File: config.mk
export PLATFORM = sky130hd
export DESIGN_NAME = mount_tracker
export DESIGN_NICKNAME = d
export VERILOG_FILES = /design/src/logic/disk_pkg.sv /design/src/logic/mount_tracker.sv
export SDC_FILE = /design/constraint.sdc
export NUM_CORES = 1
export LEC_CHECK = 0
export BUFFER_PORTS_ARGS = -buffer_cell sky130_fd_sc_hd__buf_4
export CAP_MARGIN = 20
export CORE_MARGIN = 1.5
export CORE_UTILIZATION = 33
export CTS_CLUSTER_SIZE = 10
export DETAILED_ROUTE_END_ITERATION = 8
export PLACE_DENSITY = 0.76
export SLEW_MARGIN = 10
export SYNTH_ARGS = -nofsm -noshare
export SYNTH_HDL_FRONTEND = slang
export SYNTH_SLANG_ARGS = --single-unit
export TNS_END_PERCENT = 1
File: constraint.sdc
create_clock -name clk_sys -period 2.7 [get_ports clk_sys]
set_input_delay 0.54 -clock clk_sys [delete_from_list [all_inputs] [get_ports clk_sys]]
set_output_delay 0.54 -clock clk_sys [all_outputs]
set_load 0.05 [all_outputs]
File: src/logic/disk_pkg.sv
/*
	Shared sizes, constants and packed types of the disk sector bridge
	CPU word union, control levels, block request, host buffer port,
	status byte and mount record
*/
package disk_pkg;

	// ==============================
	// Sizes
	// ==============================
	localparam int SECTOR_BYTES = 512;
	localparam int BUF_AW       = 9;
	localparam int NUM_DRIVES   = 8;
	localparam int DRV_W        = 3;
	localparam int LBA_W        = 32;

	// Drives 4 and 5 are always mounted read-only
	localparam logic [NUM_DRIVES-1:0] RO_DRIVE_MASK = 8'b0011_0000;

	// Host link FSM encoding
	localparam logic [1:0] HL_IDLE   = 2'd0;
	localparam logic [1:0] HL_STROBE = 2'd1;
	localparam logic [1:0] HL_ACK    = 2'd2;

	// ==============================
	// CPU word
	// ==============================
	typedef struct packed {
		logic [23:0] pad;
		logic [7:0]  data;
	} byte_view_t;

	// Same 32-bit word seen either as a block address or as a data byte
	typedef union packed {
		logic [LBA_W-1:0] lba;
		byte_view_t       bytes;
	} cpu_word_u;

	// Control levels from the helper CPU
	typedef struct packed {
		logic             lba_sel;
		logic             block_rd;
		logic             block_wr;
		logic [DRV_W-1:0] drv_num;
		logic             io_wr;
		logic             data_wr;
		logic             data_rd;
	} cpu_ctrl_t;

	// ==============================
	// Transfers and status
	// ==============================
	typedef struct packed {
		logic             write;
		logic [DRV_W-1:0] drive;
		logic [LBA_W-1:0] lba;
	} block_req_t;

	typedef struct packed {
		logic [BUF_AW-1:0] addr;
		logic [7:0]        data;
		logic              wr;
	} host_buf_t;

	// Bit 7 down to bit 0 as seen by the CPU
	typedef struct packed {
		logic       readonly;
		logic [1:0] filetype;
		logic [2:0] fileno;
		logic       mounted;
		logic       io_done;
	} disk_status_t;

	typedef struct packed {
		logic [DRV_W-1:0] fileno;
		logic [1:0]       filetype;
		logic             readonly;
		logic             mounted;
		logic [LBA_W-1:0] size;
	} mount_info_t;

endpackage

File: src/logic/mount_tracker.sv
`timescale 1ns/1ps
/*
	Image mount tracking
	Highest mounted drive, file type, read-only rule, mount toggle and size
*/
module mount_tracker
	import disk_pkg::*;
(
	input  logic                  clk_sys,
	input  logic                  areset,
	input  logic [NUM_DRIVES-1:0] img_mounted_i,
	input  logic                  img_readonly_i,
	input  logic [1:0]            file_type_i,
	input  logic [LBA_W-1:0]      img_size_i,
	output mount_info_t           mount_o
);

	logic             any_d1;
	logic             mount_edge;
	logic [DRV_W-1:0] hi_drv;

	assign mount_edge = (|img_mounted_i) & ~any_d1;

	// Priority encoder where the highest drive wins
	always_comb begin
		hi_drv = '0;
		for (int i = 0; i < NUM_DRIVES; i++) begin
			if (img_mounted_i[i])
				hi_drv = DRV_W'(i);
		end
	end

	always_ff @(posedge clk_sys) begin
		if (areset) begin
			any_d1          <= 1'b0;
			mount_o.mounted <= 1'b0;
		end else begin
			any_d1 <= |img_mounted_i;
			if (mount_edge)
				mount_o.mounted <= ~mount_o.mounted;
		end
	end

	always_ff @(posedge clk_sys) begin
		if (mount_edge) begin
			mount_o.fileno   <= hi_drv;
			mount_o.filetype <= file_type_i;
			mount_o.readonly <= img_readonly_i | (|(img_mounted_i & RO_DRIVE_MASK));
			mount_o.size     <= img_size_i;
		end
	end

endmodule

==> results.cfg <==
[run_status]
status = completed

[global_routing]
globalRouteOverflowTotal = 0
grt_pass1_wl_um = 3480
grt_start_max_net_pins = 22
antenna_violations_before_repair = 0
number_of_global_route_vias_before_repair = 758
global_route.usage.total_pct = 11.4

[clock_network]
clock_root_buffer = sky130_fd_sc_hd__clkbuf_8
cts_setup_buffers = 0
cts.reportedPaths.clkPinSlew_ns = 0.07
cts_tree = done
cts_repair_resize_count = 0
cts_inserted_buffers = 5
cts_hold_repair.buffers = 0
clk_path_buf_depth = 2
clock_latency_ns = 0.28
cts.sink_count = 40
h-tree-depth = 2

[yosys]
largest_family_of_logic_cells_by_synthesized_area = simple AND/OR/NAND/NOR gates
synth.yosys.seq_area_share_pct = 91.3
synth_simple_gate_area_share_pct = 5.03
fraction_of_synthesized_area_in_multiplexers_pct = 0
synth-seq-cells = 40
synth-xor-area-share_pct = 0.677
post_synthesis_cell_area_sq_mm = 0.00129
synth_compound_area_share_pct = 2.42
avgSynthCellArea_sq_um = 22.7
yosysUniqueCellTypes = 14
synth-warning-count = 0
synthCells = 57
post_synth_fa_ha_maj_area_fraction_pct = 0
mappedNetlistNets = 102

[route]
via_to_cell_ratio = 4.22
drt_pre_antenna_iters = 3
vias = 828
drcViolationCount = 0
wl_per_cell_um = 12.7
final_antenna_net_count = 0
detailedRoute.firstIterationViolations = 42
wl_um = 2480

[critical_path]
path_max_fanout = 21
kind_of_critical_path = in2reg
worst-r2r-setup-slack_ns = 1.19
critical_path.most_common_cell = sky130_fd_sc_hd__buf_4
crit_path_largest_cell_delay_ns = 0.52
crit_path_cell_trace = buf_4, nor4_4, a21oi_4, buf_4
critical-path-slowest-cell = sky130_fd_sc_hd__a21oi_4
crit_required_ns = 2.66
critical_path_arrival_ns = 1.61
critical_path.endpoint_type = flop
timing.critical_path.from_type = primary input

[finish]
synthToLayoutAreaGrowth_pct = 60.0
n_antenna_cell = 0
nets = 193
layout_common_cells = sky130_fd_sc_hd__buf_4, sky130_fd_sc_hd__edfxtp_1, sky130_fd_sc_hd__clkbuf_8
drive_gt1_share_pct = 62.8
final_common_cell = sky130_fd_sc_hd__buf_4

[timing]
timing.hold.ws_ns = 0.421
max_clock_freq_mhz = 608
tightestPinTransition_ns = 0.628
timing.max_slew.rel_slack_pct = 58.0
final_hold_viol_count = 0
finalClockSkew_ns = 0.00657
report.final.slew_viol_count = 0
timing.final.crit_period_ns = 1.64
final_min_period_over_clock_period_pct = 60.9
grt_setup_unrepaired = false
setup_viol = 0
finalSetupTns_ns = 0

[power]
gate_power_share_pct = 18.0
seq_power_share_pct = 55.4
swShare_pct = 25.5
clkPwrFrac_pct = 26.6
totalPowerFinal_mw = 1.31
vdd_drop_max_mv = 0.232
power-per-cell-area_mw_per_mm2 = 635
p_sw_mw = 0.335
power.internal_mw = 0.979
cellLeakagePower_nw = 0.861

[placed_design]
portBuffers = 83
gp_congestion = 0.636

[floorplanning]
io_pins = 84
design.core.area_sq_mm = 0.00372
floorplan.die_area_sq_mm = 0.00431
fp_rows = 22
effective_utilization_at_floorplan_pct = 34.8
die_y_um = 65.6
die_width_um = 65.6

[min_path]
hold_path.class = in2reg

[job]
max_capacitance_violation_count = 0
-- critical path: cells and delay by family --
family / cells / cell delay [ns]
AO/OA/AOI/OAI: 1 / 0.52
buffers and inverters: 2 / 0.49
AND/OR/NAND/NOR: 1 / 0.06
-- stage by stage --
stage	instance area, sq um	utilization [%]	cells	setup WS, ns
2_1_floorplan	1290	-	57	0.537
3_3_place_gp	1990	53.6	189	0.794
3_5_place_dp	1990	53.6	189	0.726
4_1_cts	2070	55.7	196	1.03
5_1_grt	2070	55.7	196	0.939
6_report	2070	55.7	196	1.06
-- Yosys cell counts (all sizes together) --
cell	n	area share [%]
o21ai	1	0.39
dfxtp	2	3.1
inv	2	0.58
nor4	2	2.6
a21oi	3	1.5
nand2	1	0.29
nor2	4	1.2
xnor2	1	0.68
or3	1	0.48
o21bai	1	0.58
nand2b	1	0.48
edfxtp	38	88
-- per-layer routing --
layer / share of wire [%] / GRT usage [%] / vias up / wire length [um]
met1: 36 / 12.5 / 373 / 895
met3: 10 / 4.62 / 5 / 253
met5: 0 / 0 / - / 0
li1: - / - / 398 / -
met4: 1.9 / 6.25 / 0 / 47
met2: 52 / 18.9 / 52 / 1290
-- logic make-up (layout without fill, tap and decap cells) --
kind of cell	Yosys count	after routing
flops	40	40
buf+inv	2	93
compound gates	5	5
simple gates	9	9
xor+xnor	1	1
-- power by group through the flow --
stage / registers, mW / logic [mW] / clock network (mW)
after floorplan: 0.855 / 0.0173 / 0
final: 0.728 / 0.236 / 0.349
after global placement: 0.741 / 0.235 / 0
after CTS: 0.728 / 0.239 / 0.371
after global routing: 0.730 / 0.247 / 0.392
after detailed placement: 0.742 / 0.239 / 0
-- worst paths after layout --
check,end,from,depth (start not counted)
max reg2reg,mount_o[29],any_d1,2
min reg2reg,mount_o[32],mount_o[32],2
min,mount_o[32],areset,2
max,mount_o[29],img_mounted_i[4],4
-- area by class of cell --
cell class	instances	area, sq um
tap	48	60.1
clock inverter	1	5.00
sequential	40	1180
timing repair buffer	84	631
fill	327	1650
multi-input combinational	15	113
inverter	2	7.51
clock buffer	6	72.6
-- flip-flops by register name, indices dropped and copies added (netlist names) --
name	count
any_d1	1
mount_o	39
(Power assumes the default switching activity.)
