[config.mk]
export PLATFORM = sky130hd
export DESIGN_NAME = host_link
export DESIGN_NICKNAME = d
export VERILOG_FILES = /design/src/logic/disk_pkg.sv /design/src/logic/host_link.sv
export SDC_FILE = /design/constraint.sdc
export NUM_CORES = 1
export LEC_CHECK = 0
export ABC_AREA = 1
export ABC_CLOCK_PERIOD_IN_PS = 4500
export BUFFER_PORTS_ARGS = -buffer_cell sky130_fd_sc_hd__buf_2
export CAP_MARGIN = 25
export CORE_ASPECT_RATIO = 1.1
export CORE_MARGIN = 4
export CORE_UTILIZATION = 48
export CTS_CLUSTER_SIZE = 24
export DETAILED_ROUTE_END_ITERATION = 16
export GPL_TIMING_DRIVEN = 0
export PLACE_DENSITY = 0.84
export SETUP_SLACK_MARGIN = 0.2
export SYNTH_ARGS = -nofsm -noshare
export SYNTH_HDL_FRONTEND = slang
export SYNTH_SLANG_ARGS = --single-unit
[constraint.sdc]
create_clock -name clk_sys -period 4.5 [get_ports clk_sys]
set_input_delay 1.125 -clock clk_sys [delete_from_list [all_inputs] [get_ports clk_sys]]
set_output_delay 1.125 -clock clk_sys [all_outputs]
set_load 0.1 [all_outputs]
[src/logic/disk_pkg.sv]
/*
	Shared sizes, constants and packed types of the disk sector bridge
	CPU word union, control levels, block request, host buffer port,
	status byte and mount record
*/
package disk_pkg;

	// ==============================
	// Sizes
	// ==============================
	localparam int SECTOR_BYTES = 512;
	localparam int BUF_AW       = 9;
	localparam int NUM_DRIVES   = 8;
	localparam int DRV_W        = 3;
	localparam int LBA_W        = 32;

	// Drives 4 and 5 are always mounted read-only
	localparam logic [NUM_DRIVES-1:0] RO_DRIVE_MASK = 8'b0011_0000;

	// Host link FSM encoding
	localparam logic [1:0] HL_IDLE   = 2'd0;
	localparam logic [1:0] HL_STROBE = 2'd1;
	localparam logic [1:0] HL_ACK    = 2'd2;

	// ==============================
	// CPU word
	// ==============================
	typedef struct packed {
		logic [23:0] pad;
		logic [7:0]  data;
	} byte_view_t;

	// Same 32-bit word seen either as a block address or as a data byte
	typedef union packed {
		logic [LBA_W-1:0] lba;
		byte_view_t       bytes;
	} cpu_word_u;

	// Control levels from the helper CPU
	typedef struct packed {
		logic             lba_sel;
		logic             block_rd;
		logic             block_wr;
		logic [DRV_W-1:0] drv_num;
		logic             io_wr;
		logic             data_wr;
		logic             data_rd;
	} cpu_ctrl_t;

	// ==============================
	// Transfers and status
	// ==============================
	typedef struct packed {
		logic             write;
		logic [DRV_W-1:0] drive;
		logic [LBA_W-1:0] lba;
	} block_req_t;

	typedef struct packed {
		logic [BUF_AW-1:0] addr;
		logic [7:0]        data;
		logic              wr;
	} host_buf_t;

	// Bit 7 down to bit 0 as seen by the CPU
	typedef struct packed {
		logic       readonly;
		logic [1:0] filetype;
		logic [2:0] fileno;
		logic       mounted;
		logic       io_done;
	} disk_status_t;

	typedef struct packed {
		logic [DRV_W-1:0] fileno;
		logic [1:0]       filetype;
		logic             readonly;
		logic             mounted;
		logic [LBA_W-1:0] size;
	} mount_info_t;

endpackage

[src/logic/host_link.sv]
`timescale 1ns/1ps
/*
	Block request consumer on the host side
	Idle, strobe and acknowledge FSM with per-drive read and write strobes
	and the completion flag
*/
module host_link
	import disk_pkg::*;
(
	input  logic                  clk_sys,
	input  logic                  areset,
	input  block_req_t            req_i,
	input  logic                  req_valid_i,
	output logic                  req_ready_o,
	input  logic [NUM_DRIVES-1:0] sd_ack_i,
	output logic [NUM_DRIVES-1:0] sd_rd_o,
	output logic [NUM_DRIVES-1:0] sd_wr_o,
	output logic [LBA_W-1:0]      lba_o,
	output logic                  io_done_o
);

	logic [1:0]            state;
	logic [NUM_DRIVES-1:0] drv_onehot;
	logic                  any_ack;

	assign req_ready_o = (state == HL_IDLE);
	assign drv_onehot  = NUM_DRIVES'(1) << req_i.drive;
	assign any_ack     = |sd_ack_i;

	// ==============================
	// Control FSM
	// ==============================
	always_ff @(posedge clk_sys) begin
		if (areset) begin
			state     <= HL_IDLE;
			sd_rd_o   <= '0;
			sd_wr_o   <= '0;
			io_done_o <= 1'b0;
		end else begin
			case (state)
				HL_IDLE: begin
					if (req_valid_i) begin
						io_done_o <= 1'b0;
						sd_rd_o   <= req_i.write ? '0 : drv_onehot;
						sd_wr_o   <= req_i.write ? drv_onehot : '0;
						state     <= HL_STROBE;
					end
				end
				HL_STROBE: begin
					// Host has picked up the request
					if (any_ack) begin
						sd_rd_o <= '0;
						sd_wr_o <= '0;
						state   <= HL_ACK;
					end
				end
				HL_ACK: begin
					if (!any_ack) begin
						io_done_o <= 1'b1;
						state     <= HL_IDLE;
					end
				end
				default: begin
					state <= HL_IDLE;
				end
			endcase
		end
	end

	// Block address for the host is held through the transfer
	always_ff @(posedge clk_sys) begin
		if (req_valid_i && req_ready_o)
			lba_o <= req_i.lba;
	end

endmodule

==> results.py, run 1 <==
metrics = {
    "run_status": {
        "status": "completed",
    },
    "logic_synthesis": {
        "muxShareOfSynthArea_pct": 0,
        "synth_top_area_share_pct": 51.2,
        "synth_seq_cells": 51,
        "synth_edf_count": 32,
        "syn_nets": 220,
        "synth-adder-area-share_pct": 0,
        "ys_types": 19,
        "ys_seq_area_share_pct": 71.5,
        "synth_top_family_by_area": "simple AND/OR/NAND/NOR gates",
        "netlist_instances": 173,
        "synth_area_mm2": 0.00188,
        "ys_async_sr_fraction_pct": 0,
        "synth.area.top_cells": "edfxtp_1 (51%), dfxtp_1 (20%), nand2_1 (9.2%)",
        "synth-main-ff-cell": "edfxtp_1",
        "synth_xor_area_share_pct": 0,
        "avgSynthCellArea_um2": 10.8,
        "synth-simple-area-share_pct": 22.7,
        "synth-compound-area-share_pct": 2.47,
        "synth_area_leader_cell": "edfxtp_1",
        "yosysWarnings": 0,
    },
    "timing": {
        "setup_violations": 0,
        "min_period_over_period_pct": 52.1,
        "hold_viol_final": 0,
        "fin_worst_skew_ns": 0.00376,
        "fin_ws_ns": 2.15,
        "clock.fmax_ghz": 0.426,
        "fin_tns_setup_ns": 0,
        "fin_crit_ns": 2.35,
        "slew_headroom_pct": 66.9,
        "tightest_slew_ns": 0.501,
        "whs_ns": 0.473,
        "grt_setup_unrepaired": "false",
        "maxSlewViolCount": 0,
    },
    "finish": {
        "stdcell_area_mm2": 0.00255,
        "final_cell_mix": "buf_2 (96), nand2_1 (46), nor2_1 (40), edfxtp_1 (32), dfxtp_1 (19)",
        "drive_above_1_share_pct": 40.4,
        "fin_cells": 327,
        "fillers": 281,
        "fin_nets": 323,
        "utilization_pct": 68.8,
        "final_common_cell": "buf_2",
        "antenna_cells": 0,
        "syn2layout_area_growth_pct": 36.2,
    },
    "setup_path": {
        "reg2reg_slack_ns": 3.03,
        "crit_chain": "nor2_1 > buf_2",
        "endpoint_kind": "output port",
        "critPathMaxStageDelay_ns": 0.45,
        "start_kind": "flip-flop",
        "cp_max_fo": 3,
        "arrival_ns": 1.22,
        "cp_slowest_cell": "buf_2",
        "critPathRequiredTime_ns": 3.38,
        "worstSetupPathType": "flip-flop to output port",
    },
    "clocking": {
        "post_cts_resized": 0,
        "numCtsBuffers": 5,
        "cts_max_path_buffers": 2,
        "h-tree-depth": 2,
        "tritoncts": "done",
        "cts_sinks": 51,
        "clk_pin_slew_ns": 0.09,
        "clk_latency_ns": 0.30,
        "root_buffer": "clkbuf_8",
        "cts_setup_buffers": 0,
        "hold_buffers": 0,
    },
    "route": {
        "viasPerCell": 4.70,
        "drtIter0Drc": 56,
        "drc": 0,
        "first_pass_iters": 4,
        "wl_per_cell_um": 12.0,
        "wirelength_um": 3930,
        "drtAntennaViolNets": 0,
        "vias": 1537,
    },
    "power": {
        "p_switching_uw": 481,
        "p_sw_share_pct": 38.5,
        "p_comb_share_pct": 31.2,
        "internal-power_uw": 768,
        "leakage_nw": 1.21,
        "cellPowerDensity_mw_per_mm2": 489,
        "pwr-share-clk_pct": 24.9,
        "peakVddDrop_uv": 272,
        "pwr-share-seq_pct": 43.9,
        "total_power_mw": 1.25,
    },
    "floorplanning": {
        "initial_core_util_pct": 50.5,
        "core_mm2": 0.00371,
        "die_h_um": 73.6,
        "std_cell_rows": 23,
        "die_area_mm2": 0.00497,
        "die_w_um": 67.6,
        "ioPinCount": 97,
    },
    "global_routing": {
        "overflow": 0,
        "grt_pass1_vias": 1367,
        "grt.total_usage_pct": 16.2,
        "antenna_found_initial": 0,
        "grt_pass1_wl_um": 6020,
        "grt_max_degree": 28,
    },
    "flow_run": {
        "drv_cap": 0,
    },
    "placed_design": {
        "port_buffers": 95,
        "placed_cell_area_mm2": 0.00244,
        "gp_congestion": 0.927,
        "post-place-ws_ns": 2.23,
        "placedCellCount": 319,
        "dp_hpwl_um": 3070,
    },
    "min_path": {
        "min_path_type": "flip-flop to flip-flop",
    },
}
==> registers in the layout (all words and copies together), names as in the netlist <==
signal and cells:
sd_wr_o 8, io_done_o 1, lba_o 32, state 2
sd_rd_o 8
==> power by group through the flow <==
stage | Clock [mW] | Sequential [mW] | Combinational [mW]
2_1_floorplan | 0 | 0.806 | 0.0729
3_3_place_gp | 0 | 0.559 | 0.383
3_5_place_dp | 0 | 0.559 | 0.393
4_1_cts | 0.319 | 0.548 | 0.393
5_1_grt | 0.341 | 0.552 | 0.411
6_report | 0.311 | 0.548 | 0.390
==> final cells by class <==
cell class | instances | area [um^2] | area share, %
sequential | 51 | 1340 | 52.5
multi-input combinational | 110 | 473 | 18.5
clock inverter | 3 | 43.8 | 1.71
inverter | 8 | 30.0 | 1.18
clock buffer | 5 | 68.8 | 2.69
buffer | 4 | 31.3 | 1.22
timing repair buffer | 96 | 503 | 19.7
tap | 50 | 62.6 | 2.45
==> routing by layer <==
layer / vias up / GRT usage, % / share of wire (%)
met5: - / 0 / 0
met4: 0 / 4.05 / 0.79
met3: 5 / 6.88 / 14
met2: 87 / 27.7 / 46
met1: 672 / 18.4 / 39
li1: 773 / - / -
==> path summary, 6_finish.rpt <==
kind / startpoint / to / depth (start not counted)
hold / removal: io_done_o / io_done_o / 2
setup / recovery: state[0] / req_ready_o / 2
hold reg to reg: io_done_o / io_done_o / 2
setup reg to reg: state[0] / lba_o[28] / 4
==> critical path: cells and delay by family, from the launching register on <==
family,cells,cell delay [ns]
DFF,1,0.33
and+or+nand+nor,1,0.14
buffers and inverters,1,0.45
==> synth_stat cells, types with 2 or more instances <==
cell / number
a21oi_1: 5
buf_4: 2
clkinv_1: 2
dfxtp_1: 19
edfxtp_1: 32
inv_1: 6
nand2_1: 46
nand3_1: 3
nand3b_1: 3
nand4_1: 2
nor2_1: 40
nor3_1: 6
==> kinds of logic after synthesis <==
logic type             after synthesis
AOI/OAI and AO/OA                    7
buffers and inverters               12
DFF                                 51
and+or+nand+nor                    103
No activity file was read; power rests on OpenSTA's default activity.
==> inputs of run 2 (changes only) <==
--- a/config.mk
+++ b/config.mk
@@ -6,16 +6,16 @@
 export NUM_CORES = 1
 export LEC_CHECK = 0
 export ABC_AREA = 1
-export ABC_CLOCK_PERIOD_IN_PS = 4500
+export ABC_CLOCK_PERIOD_IN_PS = 2400
 export BUFFER_PORTS_ARGS = -buffer_cell sky130_fd_sc_hd__buf_2
 export CAP_MARGIN = 25
 export CORE_ASPECT_RATIO = 1.1
 export CORE_MARGIN = 4
-export CORE_UTILIZATION = 48
+export CORE_UTILIZATION = 44
 export CTS_CLUSTER_SIZE = 24
 export DETAILED_ROUTE_END_ITERATION = 16
 export GPL_TIMING_DRIVEN = 0
-export PLACE_DENSITY = 0.84
+export PLACE_DENSITY = 0.78
 export SETUP_SLACK_MARGIN = 0.2
 export SYNTH_ARGS = -nofsm -noshare
 export SYNTH_HDL_FRONTEND = slang
==> constraint.sdc (replaced) <==
create_clock -name clk_sys -period 2.4 [get_ports clk_sys]
set_input_delay 0.6 -clock clk_sys [delete_from_list [all_inputs] [get_ports clk_sys]]
set_output_delay 0.6 -clock clk_sys [all_outputs]
set_load 0.1 [all_outputs]
==> run 2 against run 1 <==
Sequential cell count unchanged. Clock skew about the same. Largest cell class unchanged. Final area decreased by 1.0%. Global-route usage decreased by 0.51 points. Clock power increased by 53%.
==> results.py, run 2 (same netlist as run 1, synthesis figures left out) <==
metrics = {
    "run_status": {
        "status": "completed",
    },
    "setup_path": {
        "crit_buf_inv": 1,
        "critPathMaxStageDelay_ns": 0.43,
        "arrival_ns": 1.18,
        "endpoint_kind": "output port",
        "critPathRequiredTime_ns": 1.80,
        "crit_family": "buffers and inverters",
        "worstSetupPathType": "flip-flop to output port",
        "cp_max_fo": 2,
        "cp_slowest_cell": "buf_2",
        "crit_chain": "nor2_4 > buf_2",
        "start_kind": "flip-flop",
    },
    "placed_design": {
        "dp_hpwl_um": 3330,
        "port_buffers": 95,
        "gp_congestion": 0.810,
        "post-place-ws_ns": 0.489,
    },
    "timing": {
        "grt_setup_unrepaired": "false",
        "fin_tns_setup_ns": 0,
        "hold_viol_final": 0,
        "maxSlewViolCount": 0,
        "slew_headroom_pct": 58.6,
        "clock.fmax_ghz": 0.562,
        "tightest_slew_ns": 0.621,
        "fin_worst_skew_ns": 0.00383,
        "setup_violations": 0,
        "min_period_over_period_pct": 74.2,
        "fin_ws_ns": 0.620,
        "fin_crit_ns": 1.78,
    },
    "route": {
        "drtIter0Drc": 70,
        "wirelength_um": 4120,
        "drc": 0,
        "viasPerCell": 4.55,
        "wl_per_cell_um": 12.5,
        "first_pass_iters": 4,
        "vias": 1498,
        "drtAntennaViolNets": 0,
    },
    "clocking": {
        "h-tree-depth": 2,
        "clk_pin_slew_ns": 0.09,
        "cts_sinks": 51,
        "cts_max_path_buffers": 2,
        "clk_latency_ns": 0.30,
        "root_buffer": "clkbuf_8",
        "cts_setup_buffers": 0,
        "hold_buffers": 0,
        "post_cts_resized": 0,
        "tritoncts": "done",
        "numCtsBuffers": 5,
    },
    "power": {
        "cellPowerDensity_mw_per_mm2": 884,
        "peakVddDrop_uv": 290,
        "leakage_nw": 1.19,
    },
    "finish": {
        "drive_above_1_share_pct": 40.4,
        "fin_nets": 323,
        "fillers": 361,
        "final_common_cell": "buf_2",
        "multiInputGateArea_um2": 480,
        "final_cell_mix": "buf_2 (96), nand2_1 (46), nor2_1 (39), edfxtp_1 (32), dfxtp_1 (19)",
        "regArea_mm2": 0.00134,
        "top_register": "lba_o",
        "antenna_cells": 0,
        "top_regs": "lba_o (32), sd_rd_o (8), sd_wr_o (8)",
        "largest_reg_flops": 32,
        "syn2layout_area_growth_pct": 34.8,
    },
    "floorplanning": {
        "initial_core_util_pct": 46.3,
        "die_area_mm2": 0.00537,
        "die_w_um": 70.3,
        "core_mm2": 0.00405,
        "die_h_um": 76.5,
        "ioPinCount": 97,
        "std_cell_rows": 24,
    },
    "flow_run": {
        "drv_cap": 0,
    },
    "global_routing": {
        "antenna_found_initial": 0,
        "overflow": 0,
        "grt_pass1_wl_um": 6600,
        "grt_pass1_vias": 1417,
        "grt.total_usage_pct": 15.7,
        "grt_max_degree": 18,
    },
    "min_path": {
        "min_path_type": "flip-flop to flip-flop",
    },
}
[run 2: cell count changes in the layout (fill, tap and decap cells not counted), sizes merged]
cell / change
clkinvlp: +1
bufinv: -1
[run 2: final cells by class]
cell class,instances,share of cell area (%)
multi-input combinational,110,19.0
sequential,51,53.1
timing repair buffer,96,19.4
buffer,4,1.24
clock inverter,3,0.792
tap,52,2.57
clock buffer,5,2.72
inverter,8,1.19
[run 2: worst min-delay path, stage by stage, from the launching register on]
cell and delay, ns:
dfxtp_1 0.31, nand2_1 0.06, a21oi_1 0.05
[run 2: path summary, 6_finish.rpt]
check	slack (ns)	depth (start not counted)	startpoint	end
min	0.46	2	io_done_o	io_done_o
min reg2reg	0.46	2	io_done_o	io_done_o
max reg2reg	0.75	4	state[1]	lba_o[2]
max	0.62	2	state[1]	req_ready_o
[run 2: power breakdown]
group / total, mW / internal (mW) / switching [mW] / leakage (nW)
combinational: 0.729 / 0.119 / 0.610 / 0.682
clock: 0.476 / 0.203 / 0.273 / 0.0418
sequential: 1.03 / 1.01 / 0.0218 / 0.462
[run 2: metal layers]
metal	global-route usage [%]	part of all wire (%)	vias up
li1	-	-	768
met1	18.6	41	649
met2	25.2	46	76
met3	6.07	12	5
met4	6.32	1.3	0
met5	0	0	-
[run 2: stage by stage]
step / utilization, % / power (mW) / cell area, um^2 / hold WS [ns] / std cells
6_report: 62.3 / 2.23 / 2530 / 0.462 / 329
5_1_grt: 62.3 / 2.33 / 2530 / 0.445 / 329
4_1_cts: 62.3 / 2.26 / 2530 / 0.453 / 329
3_5_place_dp: 60.2 / 1.78 / 2440 / 0.454 / 321
3_3_place_gp: 59.8 / 1.77 / 2420 / 0.447 / 320
2_1_floorplan: - / 1.65 / 1880 / 0.563 / 173
==> inputs of run 3 (changes only) <==
--- a/config.mk
+++ b/config.mk
@@ -6,7 +6,7 @@
 export NUM_CORES = 1
 export LEC_CHECK = 0
 export ABC_AREA = 1
-export ABC_CLOCK_PERIOD_IN_PS = 2400
+export ABC_CLOCK_PERIOD_IN_PS = 1650
 export BUFFER_PORTS_ARGS = -buffer_cell sky130_fd_sc_hd__buf_2
 export CAP_MARGIN = 25
 export CORE_ASPECT_RATIO = 1.1
==> constraint.sdc (replaced) <==
create_clock -name clk_sys -period 1.65 [get_ports clk_sys]
set_input_delay 0.4125 -clock clk_sys [delete_from_list [all_inputs] [get_ports clk_sys]]
set_output_delay 0.4125 -clock clk_sys [all_outputs]
set_load 0.1 [all_outputs]
==> run 3 against run 2 <==
Cell count did not move. Final area up 6.8%. Register-to-register slack lost 0.43 ns. Sequential power grew 46%. Power rose by 56%. Global-route usage increased by 0.051 points. Combinational power increased by 55%. Hold slack lost 0.18 ns. Core utilization is 4.2 points higher. Largest cell class unchanged.
==> results.py, run 3 (same netlist as run 1, synthesis figures left out) <==
metrics = {
    "finish": {
        "utilization_pct": 66.6,
        "antenna_cells": 0,
        "syn2layout_area_growth_pct": 43.9,
        "top_register": "lba_o",
        "drive_above_1_share_pct": 42.2,
        "final_cell_mix": "buf_4 (50), nand2_1 (46), buf_2 (46), nor2_1 (38), edfxtp_1 (32)",
        "fin_nets": 323,
        "stdcell_area_mm2": 0.00270,
        "top_regs": "lba_o (32), sd_rd_o (8), sd_wr_o (8)",
        "final_common_cell": "buf_4",
        "largest_reg_flops": 32,
    },
    "timing": {
        "setup_violations": 0,
        "fin_ws_ns": 0.239,
        "slew_headroom_pct": 77.2,
        "fin_worst_skew_ns": 0.00575,
        "tightest_slew_ns": 0.341,
        "maxSlewViolCount": 0,
        "grt_setup_unrepaired": "true",
        "whs_ns": 0.287,
        "min_period_over_period_pct": 85.5,
        "clock.fmax_ghz": 0.709,
        "fin_tns_setup_ns": 0,
        "fin_crit_ns": 1.41,
        "hold_viol_final": 0,
    },
    "floorplanning": {
        "std_cell_rows": 24,
        "die_h_um": 76.5,
        "die_area_mm2": 0.00537,
        "core_mm2": 0.00405,
        "initial_core_util_pct": 46.3,
        "die_w_um": 70.3,
        "ioPinCount": 97,
    },
    "setup_path": {
        "endpoint_kind": "output port",
        "worstSetupPathType": "flip-flop to output port",
        "arrival_ns": 1.00,
        "start_kind": "flip-flop",
        "crit_chain": "nor2_4 > buf_12",
        "critPathRequiredTime_ns": 1.24,
        "r2r_start": "state[1]",
        "cp_max_fo": 2,
        "reg2reg_depth": 9,
        "cp_slowest_cell": "dfxtp_2",
        "r2r_end": "sd_wr_o[4]",
        "reg2reg_slack_ns": 0.32,
        "critPathMaxStageDelay_ns": 0.34,
    },
    "clocking": {
        "tritoncts": "done",
        "cts_sinks": 51,
        "cts_setup_buffers": 0,
        "clk_pin_slew_ns": 0.09,
        "root_buffer": "clkbuf_8",
        "clk_latency_ns": 0.29,
        "h-tree-depth": 2,
        "numCtsBuffers": 5,
        "cts_max_path_buffers": 2,
    },
    "route": {
        "drc": 0,
        "drtAntennaViolNets": 0,
        "wirelength_um": 4180,
        "route.top_layer_used": "met4",
        "vias": 1532,
        "routed-wl-met2_um": 1950,
        "first_pass_iters": 4,
        "wl_met3_um": 431,
        "viasPerCell": 4.66,
        "wl_per_cell_um": 12.7,
        "drtIter0Drc": 58,
        "met1Wirelength_um": 1780,
    },
    "global_routing": {
        "grt_pass1_vias": 1436,
        "antenna_found_initial": 0,
        "grt.total_usage_pct": 15.7,
        "overflow": 0,
        "grt_max_degree": 17,
        "grt_pass1_wl_um": 6770,
    },
    "min_path": {
        "min_from": "req_i[8]",
        "min_path_type": "input port to flip-flop",
        "holdPathStages": 1,
        "min_to": "lba_o[8]",
    },
    "placed_design": {
        "post-place-ws_ns": -0.0553,
        "dp_hpwl_um": 3090,
        "gp_congestion": 0.900,
        "port_buffers": 95,
        "placed_cell_area_mm2": 0.00244,
    },
    "run_status": {
        "status": "completed",
    },
    "power": {
        "leakage_nw": 1.23,
        "cellPowerDensity_mw_per_mm2": 1290,
        "peakVddDrop_uv": 678,
    },
    "flow_run": {
        "drv_cap": 0,
    },
}
-- run 3: cell count changes in the layout (fill, tap and decap cells not counted), moves of 2 or more --
cell and change:
dfxtp_1 -2, dfxtp_2 +2, buf_2 -50, buf_4 +48
-- run 3: layout make-up --
class / count / area (um^2)
fill: 325 / 1360
sequential: 51 / 1340
timing repair buffer: 95 / 613
multi-input combinational: 110 / 488
clock buffer: 5 / 68.8
tap: 52 / 65.1
clock inverter: 3 / 43.8
buffer: 4 / 35.0
inverter: 8 / 33.8
timing repair inverter: 1 / 7.51
-- run 3: metrics by stage --
step                      total power, mW  std cells
final                                3.48        329
after global routing                 3.63        329
after CTS                            3.50        329
after detailed placement             2.59        320
after global placement               2.58        320
after floorplan                      2.41        173
-- run 3: power by group --
part	leakage (nW)	switching (mW)	total (mW)	internal, mW
Clock	0.0581	0.393	0.845	0.452
Sequential	0.463	0.0382	1.50	1.47
Combinational	0.707	0.894	1.13	0.234
Total	1.23	1.33	3.48	2.15
-- run 3: routing by layer --
| metal | global-route usage (%) | vias up |
|---|---|---|
| li1 | - | 773 |
| met1 | 20.3 | 681 |
| met2 | 25.3 | 76 |
| met3 | 5.15 | 2 |
| met4 | 4.02 | 0 |
| met5 | 0 | - |
-- run 3: worst max-delay path, delay by kind of cell, from the launching register on --
kind	cells	cell delay [ns]
buffers and inverters	1	0.19
DFF	1	0.34
and+or+nand+nor	1	0.16
-- run 3: what timing repair did --
action                     in CTS  in global routing
pin swaps                       0                  1
hold buffers                    0                  0
setup endpoints to repair      82                 10
cloned                          1                  0
gates resized for setup        51                  5
-- run 3: worst max path at each step --
| stage | from | end | slack, ns | depth (start not counted) |
|---|---|---|---|---|
| final | state[1] | req_ready_o | 0.24 | 2 |
| after global routing | state[1] | req_ready_o | 0.18 | 2 |
| after CTS | state[0] | req_ready_o | 0.13 | 2 |
| after detailed placement | req_valid_i | lba_o[29] | -0.06 | 3 |
| after global placement | req_valid_i | lba_o[26] | -0.01 | 3 |
| after floorplan | state[0] | lba_o[0] | -0.15 | 3 |
