--- src/logic/disk_pkg.sv ---
/*
	Shared sizes, constants and packed types of the disk sector bridge
	CPU word union, control levels, block request, host buffer port,
	status byte and mount record
*/
package disk_pkg;

	// ==============================
	// Sizes
	// ==============================
	localparam int SECTOR_BYTES = 512;
	localparam int BUF_AW       = 9;
	localparam int NUM_DRIVES   = 8;
	localparam int DRV_W        = 3;
	localparam int LBA_W        = 32;

	// Drives 4 and 5 are always mounted read-only
	localparam logic [NUM_DRIVES-1:0] RO_DRIVE_MASK = 8'b0011_0000;

	// Host link FSM encoding
	localparam logic [1:0] HL_IDLE   = 2'd0;
	localparam logic [1:0] HL_STROBE = 2'd1;
	localparam logic [1:0] HL_ACK    = 2'd2;

	// ==============================
	// CPU word
	// ==============================
	typedef struct packed {
		logic [23:0] pad;
		logic [7:0]  data;
	} byte_view_t;

	// Same 32-bit word seen either as a block address or as a data byte
	typedef union packed {
		logic [LBA_W-1:0] lba;
		byte_view_t       bytes;
	} cpu_word_u;

	// Control levels from the helper CPU
	typedef struct packed {
		logic             lba_sel;
		logic             block_rd;
		logic             block_wr;
		logic [DRV_W-1:0] drv_num;
		logic             io_wr;
		logic             data_wr;
		logic             data_rd;
	} cpu_ctrl_t;

	// ==============================
	// Transfers and status
	// ==============================
	typedef struct packed {
		logic             write;
		logic [DRV_W-1:0] drive;
		logic [LBA_W-1:0] lba;
	} block_req_t;

	typedef struct packed {
		logic [BUF_AW-1:0] addr;
		logic [7:0]        data;
		logic              wr;
	} host_buf_t;

	// Bit 7 down to bit 0 as seen by the CPU
	typedef struct packed {
		logic       readonly;
		logic [1:0] filetype;
		logic [2:0] fileno;
		logic       mounted;
		logic       io_done;
	} disk_status_t;

	typedef struct packed {
		logic [DRV_W-1:0] fileno;
		logic [1:0]       filetype;
		logic             readonly;
		logic             mounted;
		logic [LBA_W-1:0] size;
	} mount_info_t;

endpackage

--- src/logic/cpu_port.sv ---
`timescale 1ns/1ps
/*
	CPU side of the disk bridge
	Edge detection on the control levels, block address register,
	shared buffer pointer, CPU read select and block request producer
*/
module cpu_port
	import disk_pkg::*;
(
	input  logic              clk_sys,
	input  logic              areset,
	input  cpu_ctrl_t         cpu_ctrl_i,
	input  cpu_word_u         cpu_wdata_i,
	input  logic [LBA_W-1:0]  file_size_i,
	input  logic [7:0]        buf_q_i,
	output logic [BUF_AW-1:0] buf_addr_o,
	output logic [7:0]        buf_data_o,
	output logic              buf_wr_o,
	output cpu_word_u         cpu_rdata_o,
	output block_req_t        req_o,
	output logic              req_valid_o,
	input  logic              req_ready_i
);

	logic [BUF_AW-1:0] ptr;
	logic              wr_d1;
	logic              wr_d2;
	logic              rd_d1;
	logic              blrd_d1;
	logic              blwr_d1;
	logic              buf_wr;
	logic [7:0]        wbyte;
	logic [LBA_W-1:0]  lba_q;
	logic              wr_edge;
	logic              rd_fall;
	logic              blk_edge;

	// ==============================
	// Edge detection
	// ==============================
	// Data write edge is taken one stage late, so the write lands 2 cycles after it
	assign wr_edge  = wr_d1 & ~wr_d2;
	assign rd_fall  = rd_d1 & ~cpu_ctrl_i.data_rd;
	assign blk_edge = (cpu_ctrl_i.block_rd & ~blrd_d1) | (cpu_ctrl_i.block_wr & ~blwr_d1);

	always_ff @(posedge clk_sys) begin
		if (areset) begin
			wr_d1   <= 1'b0;
			wr_d2   <= 1'b0;
			rd_d1   <= 1'b0;
			blrd_d1 <= 1'b0;
			blwr_d1 <= 1'b0;
		end else begin
			wr_d1   <= cpu_ctrl_i.data_wr;
			wr_d2   <= wr_d1;
			rd_d1   <= cpu_ctrl_i.data_rd;
			blrd_d1 <= cpu_ctrl_i.block_rd;
			blwr_d1 <= cpu_ctrl_i.block_wr;
		end
	end

	// ==============================
	// Buffer pointer and writes
	// ==============================
	always_ff @(posedge clk_sys) begin
		if (areset) begin
			ptr    <= '0;
			buf_wr <= 1'b0;
		end else begin
			buf_wr <= wr_edge & ~cpu_ctrl_i.lba_sel;
			// Step after a buffer write or at the end of a read
			if (buf_wr || rd_fall)
				ptr <= ptr + 1'b1;
			if (cpu_ctrl_i.io_wr)
				ptr <= '0;
		end
	end

	// Same write word decoded as address or byte
	always_ff @(posedge clk_sys) begin
		if (wr_edge) begin
			if (cpu_ctrl_i.lba_sel)
				lba_q <= cpu_wdata_i.lba;
			else
				wbyte <= cpu_wdata_i.bytes.data;
		end
	end

	assign buf_addr_o = ptr;
	assign buf_data_o = wbyte;
	assign buf_wr_o   = buf_wr;

	// ==============================
	// Block request producer
	// ==============================
	always_ff @(posedge clk_sys) begin
		if (areset) begin
			req_valid_o <= 1'b0;
		end else if (req_valid_o) begin
			if (req_ready_i)
				req_valid_o <= 1'b0;
		end else if (blk_edge) begin
			req_valid_o <= 1'b1;
		end
	end

	// New block edges are dropped while a request is pending
	always_ff @(posedge clk_sys) begin
		if (!req_valid_o && blk_edge) begin
			req_o.write <= cpu_ctrl_i.block_wr & ~blwr_d1;
			req_o.drive <= cpu_ctrl_i.drv_num;
			req_o.lba   <= lba_q;
		end
	end

	// Read word carries the file size when lba_sel is high and the buffer byte otherwise
	always_comb begin
		cpu_rdata_o = '0;
		if (cpu_ctrl_i.lba_sel)
			cpu_rdata_o.lba = file_size_i;
		else
			cpu_rdata_o.bytes.data = buf_q_i;
	end

endmodule

--- config.mk ---
export PLATFORM = sky130hd
export DESIGN_NAME = cpu_port
export DESIGN_NICKNAME = d
export VERILOG_FILES = /design/src/logic/disk_pkg.sv /design/src/logic/cpu_port.sv
export SDC_FILE = /design/constraint.sdc
export NUM_CORES = 1
export LEC_CHECK = 0
export ABC_AREA = 0
export BUFFER_PORTS_ARGS = -buffer_cell sky130_fd_sc_hd__buf_2
export CAP_MARGIN = 20
export CORE_MARGIN = 4
export CORE_UTILIZATION = 44
export DETAILED_ROUTE_END_ITERATION = 8
export GPL_TIMING_DRIVEN = 0
export PLACE_DENSITY = 0.79
export SYNTH_ARGS = -nofsm -noshare
export SYNTH_HDL_FRONTEND = slang
export SYNTH_SLANG_ARGS = --single-unit
--- constraint.sdc ---
create_clock -name clk_sys -period 3.4 [get_ports clk_sys]
set_input_delay 0 -clock clk_sys [delete_from_list [all_inputs] [get_ports clk_sys]]
set_output_delay 0 -clock clk_sys [all_outputs]
set_load 0.01 [all_outputs]
==> impl_metrics.env, run 1 <==
export IMPL_post_cts_repair_setup_buffers=0
export IMPL_worstMarginPinSlew_ns=0.698
export IMPL_die_area_mm2=0.00867
export IMPL_postRouteAntennaNets=0
export IMPL_grt_setup_unrepaired="no"
export IMPL_detailroute_via_count=2285
export IMPL_post_placement_cell_area_mm2=0.00422
export IMPL_p_seq_share_pct=57.1
export IMPL_p_int_uw=1760
export IMPL_fin_crit_ns=1.50
export IMPL_power_density_cells_mw_per_mm2=465
export IMPL_portBuffers=169
export IMPL_placementRows=30
export IMPL_wire_length_of_the_first_global_routing_pass_mm=12.3
export IMPL_tritoncts="yes"
export IMPL_clkLatencyLatePin_ns=0.34
export IMPL_finalCritPeriodShare_pct=44.2
export IMPL_routed_wirelength_mm=8.00
export IMPL_globalRoute_busiestLayer="met2"
export IMPL_p_clk_share_pct=31.3
export IMPL_hp_class="input port to register"
export IMPL_timing_final_hold_violations=0
export IMPL_io_pin_count=171
export IMPL_synth_largest_area_cell="edfxtp_1"
export IMPL_synth_top_cells_by_count="edfxtp_1, and2_1, dfxtp_1"
export IMPL_vias_per_cell=4.51
export IMPL_synth_enable_flop_cells=76
export IMPL_yosys_warnings=0
export IMPL_peakVddDrop_v=0.000163
export IMPL_post_drt_wl_per_cell_um=15.8
export IMPL_leakage_uw=0.00210
export IMPL_synthCells=178
export IMPL_worst_ep_required_time_ns=3.46
export IMPL_grt_start_max_net_pins=25
export IMPL_hold_slack_ns=0.0358
export IMPL_die_h_um=93.1
export IMPL_final_max_slew_viol_count=0
export IMPL_syn_num_nets=263
export IMPL_synthesis_area_mm2=0.00319
export IMPL_gr_usage_met3_pct=7.08
export IMPL_share_comb_of_total_power_pct=11.6
export IMPL_cts_max_path_buffers=2
export IMPL_slew_headroom_pct=53.5
export IMPL_cts_root_buf="clkbuf_8"
export IMPL_final_design_area_no_fill_mm2=0.00486
export IMPL_multi_input_area_um2=544
export IMPL_core_region_area_mm2=0.00691
export IMPL_report_power_total_uw=2260
export IMPL_dp_hpwl_mm=5.76
export IMPL_synth_top_flop_cell="edfxtp_1"
export IMPL_timing_critical_path_to_type="register"
export IMPL_setup_viol_count_final=0
export IMPL_synth_largest_type_area_fraction_pct=71.6
export IMPL_sw_frac_of_total_pct=22.1
export IMPL_global_route_usage_met2_pct=34.7
export IMPL_cts_buffers=9
export IMPL_startpoint_type_of_the_worst_setup_path="input port"
export IMPL_clock_skew_after_layout_ns=0.00586
export IMPL_initialDrtViolationCount=48
export IMPL_yosys_top_cells_area="edfxtp_1, dfxtp_1, and2_1, mux2_2, xor2_1"
export IMPL_place_congestion=0.780
export IMPL_fmax_mhz=665
export IMPL_cts_resized=0
export IMPL_postSynthRegisterBits=92
export IMPL_netlist_cell_type_count=22
export IMPL_met1_use_gr_pct=19.7
export IMPL_die_width_um=93.1
export IMPL_yosys_cell_count_top_type="edfxtp_1"
export IMPL_remaining_design_rule_violation_count=0
export IMPL_n_diodes=0
export IMPL_design_final_nets=491
export IMPL_timing_max_cap_violations=0
export IMPL_aggregate_global_routing_overflow=0
export IMPL_synth_seq_area_share_pct=81.6
export IMPL_final_layout_size_suffix_gt1_share_pct=49.1
export IMPL_initial_core_util_pct=46.2
export IMPL_drt_pre_antenna_iters=4
export IMPL_clock_sink_count=92
export IMPL_crit_path_max_fanout=24
export IMPL_cts_max_level=3
export IMPL_holdBufCountCts=45
export IMPL_final_fill_count=500
export IMPL_switching_power_of_the_nets_uw=500
export IMPL_avgSynthCellArea_um2=17.9
export IMPL_first_global_vias=2451
export IMPL_grt_antenna_before_repair=0
export IMPL_finalSetupTns_ns=0
export IMPL_run_status="complete, no violations"
export IMPL_async_flop_share_pct=0
export IMPL_worst_setup_hold_path_clk_slew_ns=0.08
export IMPL_seq_area_mm2=0.00260
export IMPL_path_class="input port to register"
export IMPL_arrival_ns=1.56
export IMPL_grt_util_all_layers_pct=18.8
export IMPL_area_growth_syn_to_layout_pct=52.6
## layer usage
layer	vias to the layer above	wire length, µm
met3	6	803
met2	131	4230
met1	1041	2910
met4	0	55
li1	1107	-
met5	-	0
## cell type report
| cell class | count | area share (%) |
|---|---|---|
| Buffer | 7 | 0.926 |
| Clock buffer | 11 | 2.70 |
| Clock inverter | 5 | 1.23 |
| Inverter | 1 | 0.0772 |
| Multi-Input combinational cell | 78 | 11.2 |
| Sequential cell | 92 | 53.5 |
| Tap cell | 96 | 2.47 |
| Timing Repair Buffer | 217 | 27.9 |
## power groups by stage
stage	Combinational (µW)	Sequential (µW)	Clock, µW
floorplan	67.9	1340	0
global placement	203	1320	0
detailed placement	221	1320	0
CTS	263	1290	729
global route	283	1300	795
finish	261	1290	707
## path summary, 6_finish.rpt
kind | startpoint | to | slack [ns] | cells after the start
setup / recovery | cpu_ctrl_i[6] | req_o[25] | 1.90 | 6
hold / removal | cpu_ctrl_i[2] | buf_addr_o[1] | 0.04 | 4
setup reg to reg | wr_d2 | lba_q[2] | 1.90 | 2
hold reg to reg | lba_q[1] | req_o[1] | 0.42 | 0
## cell families after synthesis
group           Yosys count  share of synthesized area (%)
simple gates             50                           9.07
flops                    92                           81.6
compound gates           11                           2.35
fa+ha+maj                 1                          0.392
buf+inv                   8                           1.53
mux                       8                           2.83
xor+xnor                  8                           2.20
## registers in the layout, indices dropped and copies added (netlist names)
name / count
blrd_d1: 1
blwr_d1: 1
buf_addr_o: 9
buf_data_o: 8
buf_wr_o: 1
lba_q: 32
rd_d1: 1
req_o: 36
req_valid_o: 1
wr_d1: 1
wr_d2: 1
## critical path, cell delays in order
cell and delay (ns):
dlygate4sd3_1 0.52, buf_2 0.12, nor2b_1 0.19, a21oi_1 0.10, nor2_4 0.40, buf_16 0.23
## cell usage in the layout (no fill, tap or decap), types with 3 or more instances in the layout
cell	netlist	routed
dfxtp_1	16	16
o2111ai_1	4	4
clkbuf_8	0	9
dlygate4sd3_1	0	45
mux2_2	8	8
and2_1	24	24
o21ai_1	3	3
xor2_1	8	8
and3_1	3	3
buf_2	3	173
nor2b_1	9	9
nor2_1	10	9
clkbuf_1	2	4
edfxtp_1	76	76
## stage by stage
stage          setup slack (ns)  util (%)  std cells
4_1_cts                    1.82      70.4        507
3_3_place_gp              0.267      60.1        443
5_1_grt                    1.72      70.4        507
2_1_floorplan             0.959         -        178
6_report                   1.90      70.4        507
3_5_place_dp               1.76      61.1        446
No activity file was read; power rests on OpenSTA's default activity.
==> run 2: changes to the inputs <==
--- a/config.mk
+++ b/config.mk
@@ -9,10 +9,10 @@
 export BUFFER_PORTS_ARGS = -buffer_cell sky130_fd_sc_hd__buf_2
 export CAP_MARGIN = 20
 export CORE_MARGIN = 4
-export CORE_UTILIZATION = 44
+export CORE_UTILIZATION = 40
 export DETAILED_ROUTE_END_ITERATION = 8
 export GPL_TIMING_DRIVEN = 0
-export PLACE_DENSITY = 0.79
+export PLACE_DENSITY = 0.76
 export SYNTH_ARGS = -nofsm -noshare
 export SYNTH_HDL_FRONTEND = slang
 export SYNTH_SLANG_ARGS = --single-unit
==> constraint.sdc (replaced) <==
create_clock -name clk_sys -period 1.23 [get_ports clk_sys]
set_input_delay 0 -clock clk_sys [delete_from_list [all_inputs] [get_ports clk_sys]]
set_output_delay 0 -clock clk_sys [all_outputs]
set_load 0.01 [all_outputs]
==> impl_metrics.env, run 2 (same netlist as run 1, synthesis figures left out) <==
export IMPL_n_diodes=0
export IMPL_tritoncts="yes"
export IMPL_timing_final_ws_setup_ns=0.0592
export IMPL_placementRows=32
export IMPL_post_drt_wl_per_cell_um=15.1
export IMPL_worst_setup_hold_path_clk_slew_ns=0.09
export IMPL_crit_path_max_fanout=4
export IMPL_final_fill_count=558
export IMPL_hp_class="input port to register"
export IMPL_dp_hpwl_mm=5.08
export IMPL_timing_final_hold_violations=0
export IMPL_peakVddDrop_v=0.000556
export IMPL_p_clk_share_pct=33.6
export IMPL_worstMarginPinSlew_ns=0.367
export IMPL_routed_wirelength_mm=7.82
export IMPL_timing_critical_path_to_type="register"
export IMPL_highest_count_cells_in_the_layout_ignoring_fill_and_taps="buf_2, edfxtp_1, dlygate4sd3_1"
export IMPL_worst_ep_required_time_ns=1.47
export IMPL_cts_buffers=9
export IMPL_die_width_um=97.3
export IMPL_io_pin_count=171
export IMPL_final_layout_size_suffix_gt1_share_pct=52.0
export IMPL_grt_setup_unrepaired="no"
export IMPL_core_region_area_mm2=0.00773
export IMPL_grt_util_all_layers_pct=16.9
export IMPL_final_max_slew_viol_count=0
export IMPL_vias_per_cell=4.53
export IMPL_timing_max_cap_violations=0
export IMPL_hold_depth=4
export IMPL_die_area_mm2=0.00946
export IMPL_clkLatencyLatePin_ns=0.35
export IMPL_gr_usage_met3_pct=6.17
export IMPL_max_flop_register="req_o"
export IMPL_area_growth_syn_to_layout_pct=57.6
export IMPL_setup_viol_count_final=0
export IMPL_arrival_ns=1.41
export IMPL_cts_max_path_buffers=2
export IMPL_fmax_mhz=854
export IMPL_cts_max_level=3
export IMPL_place_congestion=0.759
export IMPL_cts_root_buf="clkbuf_8"
export IMPL_startpoint_type_of_the_worst_setup_path="register"
export IMPL_drt_pre_antenna_iters=4
export IMPL_sw_frac_of_total_pct=21.9
export IMPL_die_h_um=97.3
export IMPL_clock_sink_count=92
export IMPL_regToRegStartpoint="buf_addr_o[0]"
export IMPL_detailroute_via_count=2352
export IMPL_power_density_cells_mw_per_mm2=1300
export IMPL_design_final_nets=497
export IMPL_min_from="cpu_ctrl_i[8]"
export IMPL_initial_core_util_pct=41.3
export IMPL_met1_use_gr_pct=19.3
export IMPL_wire_length_of_the_first_global_routing_pass_mm=12.4
export IMPL_path_class="register to register"
export IMPL_aggregate_global_routing_overflow=0
export IMPL_postRouteAntennaNets=0
export IMPL_clock_skew_after_layout_ns=0.0137
export IMPL_initialDrtViolationCount=38
export IMPL_p_int_uw=5100
export IMPL_fin_crit_ns=1.17
export IMPL_dp_cells=449
export IMPL_leakage_uw=0.00214
export IMPL_grt_start_max_net_pins=20
export IMPL_r2r_end="buf_addr_o[6]"
export IMPL_global_route_usage_met2_pct=29.3
export IMPL_timing_reg2reg_setup_slack_ns=0.06
export IMPL_switching_power_of_the_nets_uw=1430
export IMPL_portBuffers=169
export IMPL_finalCritPeriodShare_pct=95.2
export IMPL_slew_headroom_pct=75.5
export IMPL_reg2reg_depth=5
export IMPL_remaining_design_rule_violation_count=0
export IMPL_p_seq_share_pct=54.8
export IMPL_worstHoldEndpoint="buf_wr_o"
export IMPL_globalRoute_busiestLayer="met2"
export IMPL_share_comb_of_total_power_pct=11.6
export IMPL_run_status="complete, no violations"
export IMPL_first_global_vias=2475
export IMPL_instances_no_fill=519
export IMPL_finalSetupTns_ns=0
export IMPL_post_place_ws_ns=-0.506
export IMPL_grt_antenna_before_repair=0
export IMPL_largest_register_ffs=36
export IMPL_mostFrequentLayoutCell="buf_2"
## run 2: cell count changes in the layout (fill, tap and decap cells not counted), moves of 2 or more
cell	delta
and3b_4	+2
buf_12	+3
nor2_4	+2
dfxtp_1	-2
buf_4	+2
buf_16	-2
## run 2: power groups by stage
stage | registers, µW | logic, µW | clock network [µW]
after floorplan | 3700 | 194 | 0
after global placement | 3640 | 560 | 0
after detailed placement | 3640 | 571 | 0
after CTS | 3580 | 741 | 2260
after global routing | 3590 | 821 | 2390
final | 3580 | 756 | 2190
## run 2: worst max-delay path: stages, from the launching register on
cell and delay (ns):
dfxtp_4 0.38, ha_4 0.13, and3_4 0.20, o2111ai_2 0.13
xor2_1 0.16, nor2_1 0.06
## run 2: metrics by stage
stage | instance area [µm²] | hold slack [ns] | util, % | power (µW)
after global placement | 4180 | 0.177 | 54.1 | 4200
final | 5020 | 0.175 | 65.0 | 6530
after detailed placement | 4180 | 0.178 | 54.1 | 4220
after floorplan | 3200 | 0.0716 | - | 3890
after global routing | 5020 | 0.179 | 65.0 | 6810
after CTS | 4970 | 0.155 | 64.3 | 6570
## run 2: per-layer routing
layer	up-vias	routed length, µm
li1	1116	-
met3	10	717
met2	138	3910
met5	-	0
met1	1088	3040
met4	0	144
## run 2: area by class of cell
class                           instances  area, µm²  share of cell area (%)
Tap cell                              102        128                    2.54
Clock inverter                          6       93.8                    1.87
Sequential cell                        92       2610                    51.9
Timing Repair Buffer                  220       1380                    27.5
Multi-Input combinational cell         81        637                    12.7
Inverter                                1       3.75                  0.0747
Buffer                                  7       45.0                   0.897
Clock buffer                           10        128                    2.54
## run 2: worst max-delay path by stage
stage / start / end / cells after the start
2_1_floorplan: blwr_d1 / req_o[0] / 3
3_3_place_gp: blwr_d1 / req_o[24] / 3
3_5_place_dp: blwr_d1 / req_o[29] / 3
4_1_cts: blwr_d1 / req_o[31] / 3
5_1_grt: buf_addr_o[0] / buf_addr_o[6] / 5
6_report: buf_addr_o[0] / buf_addr_o[6] / 5
## run 2: timing repair
| item | CTS | global route |
|---|---|---|
| endpoints found under the setup margin | 80 | 30 |
| gates resized for setup | 10 | 6 |
| pin swaps | 2 | 2 |
| gates cloned | 3 | 0 |
| setup buffers | 3 | 2 |
| hold buffers | 46 | 0 |
| hold endpoints to repair | 52 | 0 |
==> run 3: changes to the inputs <==
--- a/config.mk
+++ b/config.mk
@@ -9,10 +9,9 @@
 export BUFFER_PORTS_ARGS = -buffer_cell sky130_fd_sc_hd__buf_2
 export CAP_MARGIN = 20
 export CORE_MARGIN = 4
-export CORE_UTILIZATION = 40
+export CORE_UTILIZATION = 25
 export DETAILED_ROUTE_END_ITERATION = 8
 export GPL_TIMING_DRIVEN = 0
-export PLACE_DENSITY = 0.76
 export SYNTH_ARGS = -nofsm -noshare
 export SYNTH_HDL_FRONTEND = slang
 export SYNTH_SLANG_ARGS = --single-unit
==> impl_metrics.env, run 3 (same netlist as run 1, synthesis figures left out) <==
export IMPL_final_max_slew_viol_count=0
export IMPL_initial_core_util_pct=26.0
export IMPL_clkLatencyLatePin_ns=0.33
export IMPL_cts_root_buf="clkbuf_16"
export IMPL_hp_class="input port to register"
export IMPL_dp_hpwl_mm=5.54
export IMPL_worst_ep_required_time_ns=1.46
export IMPL_grt_setup_unrepaired="yes"
export IMPL_grt_antenna_before_repair=0
export IMPL_placementRows=40
export IMPL_finalCritPeriodShare_pct=96.4
export IMPL_fmax_mhz=844
export IMPL_largest_register_ffs=36
export IMPL_design_final_nets=497
export IMPL_io_pin_count=171
export IMPL_final_layout_size_suffix_gt1_share_pct=52.5
export IMPL_portBuffers=169
export IMPL_grt_util_all_layers_pct=11.4
export IMPL_wire_length_of_the_first_global_routing_pass_mm=12.5
export IMPL_initialDrtViolationCount=129
export IMPL_remaining_design_rule_violation_count=0
export IMPL_cts_max_level=3
export IMPL_arrival_ns=1.41
export IMPL_worst_setup_hold_path_clk_slew_ns=0.06
export IMPL_core_region_area_mm2=0.0123
export IMPL_place_congestion=0.786
export IMPL_routed_wirelength_mm=8.17
export IMPL_die_area_mm2=0.0146
export IMPL_first_global_vias=2448
export IMPL_crit_path_max_fanout=3
export IMPL_n_diodes=0
export IMPL_clock_sink_count=92
export IMPL_path_class="register to register"
export IMPL_timing_max_cap_violations=0
export IMPL_instances_no_fill=585
export IMPL_clock_skew_after_layout_ns=0.00864
export IMPL_final_fill_count=1129
export IMPL_startpoint_type_of_the_worst_setup_path="register"
export IMPL_area_growth_syn_to_layout_pct=62.6
export IMPL_post_placement_cell_area_mm2=0.00426
export IMPL_tritoncts="yes"
export IMPL_mostFrequentLayoutCell="buf_2"
export IMPL_power_density_cells_mw_per_mm2=1320
export IMPL_timing_final_hold_violations=0
export IMPL_die_h_um=121
export IMPL_fin_crit_ns=1.19
export IMPL_highest_count_cells_in_the_layout_ignoring_fill_and_taps="buf_2, edfxtp_1, dlygate4sd3_1"
export IMPL_slew_headroom_pct=75.2
export IMPL_aggregate_global_routing_overflow=0
export IMPL_timing_critical_path_to_type="register"
export IMPL_worstMarginPinSlew_ns=0.371
export IMPL_detailroute_via_count=2317
export IMPL_dp_cells=515
export IMPL_run_status="complete, no violations"
export IMPL_max_flop_register="req_o"
export IMPL_timing_final_ws_setup_ns=0.0449
export IMPL_post_drt_wl_per_cell_um=14.0
export IMPL_final_design_area_no_fill_mm2=0.00518
export IMPL_die_width_um=121
export IMPL_vias_per_cell=3.96
export IMPL_cts_max_path_buffers=2
export IMPL_post_place_ws_ns=-0.672
export IMPL_setup_viol_count_final=0
export IMPL_peakVddDrop_v=0.000500
export IMPL_drt_pre_antenna_iters=5
export IMPL_cts_buffers=9
export IMPL_leakage_uw=0.00218
export IMPL_grt_start_max_net_pins=20
export IMPL_report_power_total_uw=6850
export IMPL_postRouteAntennaNets=0
==> run 3: final timing paths <==
kind | startpoint | to | slack [ns] | cells after the start
max reg2reg | buf_addr_o[0] | buf_addr_o[6] | 0.04 | 5
min reg2reg | lba_q[29] | req_o[29] | 0.41 | 0
min | cpu_ctrl_i[2] | buf_addr_o[1] | 0.05 | 4
max | buf_addr_o[0] | buf_addr_o[6] | 0.04 | 5
==> run 3: power by group <==
part / leakage [µW] / internal, µW / switching, µW
logic: 0.00120 / 416 / 355
registers: 0.000848 / 3530 / 44.2
clock network: 0.000128 / 1370 / 1130
==> run 3: worst max-delay path, cell delays in order, from the launching register on <==
cell       delay, ns
dfxtp_4         0.35
ha_1            0.20
and3_4          0.19
o2111ai_1       0.12
xor2_1          0.17
nor2_1          0.05
==> run 3: what timing repair did <==
item                                    in CTS  in global routing
hold endpoints to repair                    50                  0
gates resized for setup                      9                  7
buffers inserted                             4                  4
hold buffers                                44                  0
pin swaps                                    2                  1
gates cloned                                 2                  0
endpoints found under the setup margin      80                 59
==> run 3: metrics by stage <==
step / TNS (ns) / hold WS [ns] / util [%]
floorplan: -7.54 / 0.0716 / -
global placement: -32.04 / 0.178 / 34.7
detailed placement: -33.28 / 0.178 / 34.7
CTS: 0 / 0.0267 / 41.5
global route: -0.0202 / 0.0530 / 42.3
finish: 0 / 0.0523 / 42.3
==> run 3: final cells by class <==
cell class	instances	area, µm²	area share [%]
Clock buffer	9	225	4.34
Sequential cell	92	2610	50.3
Tap cell	168	210	4.06
Buffer	7	45.0	0.869
Inverter	1	3.75	0.0724
Clock inverter	7	48.8	0.941
Multi-Input combinational cell	80	619	11.9
Timing Repair Buffer	221	1420	27.4
==> run 3: routing by layer <==
layer / vias up / global-route usage (%) / routed length [µm]
li1: 1117 / - / -
met1: 1055 / 13.4 / 3370
met5: - / 0 / 0
met4: 0 / 4.04 / 117
met2: 137 / 19.4 / 3920
met3: 8 / 3.73 / 752
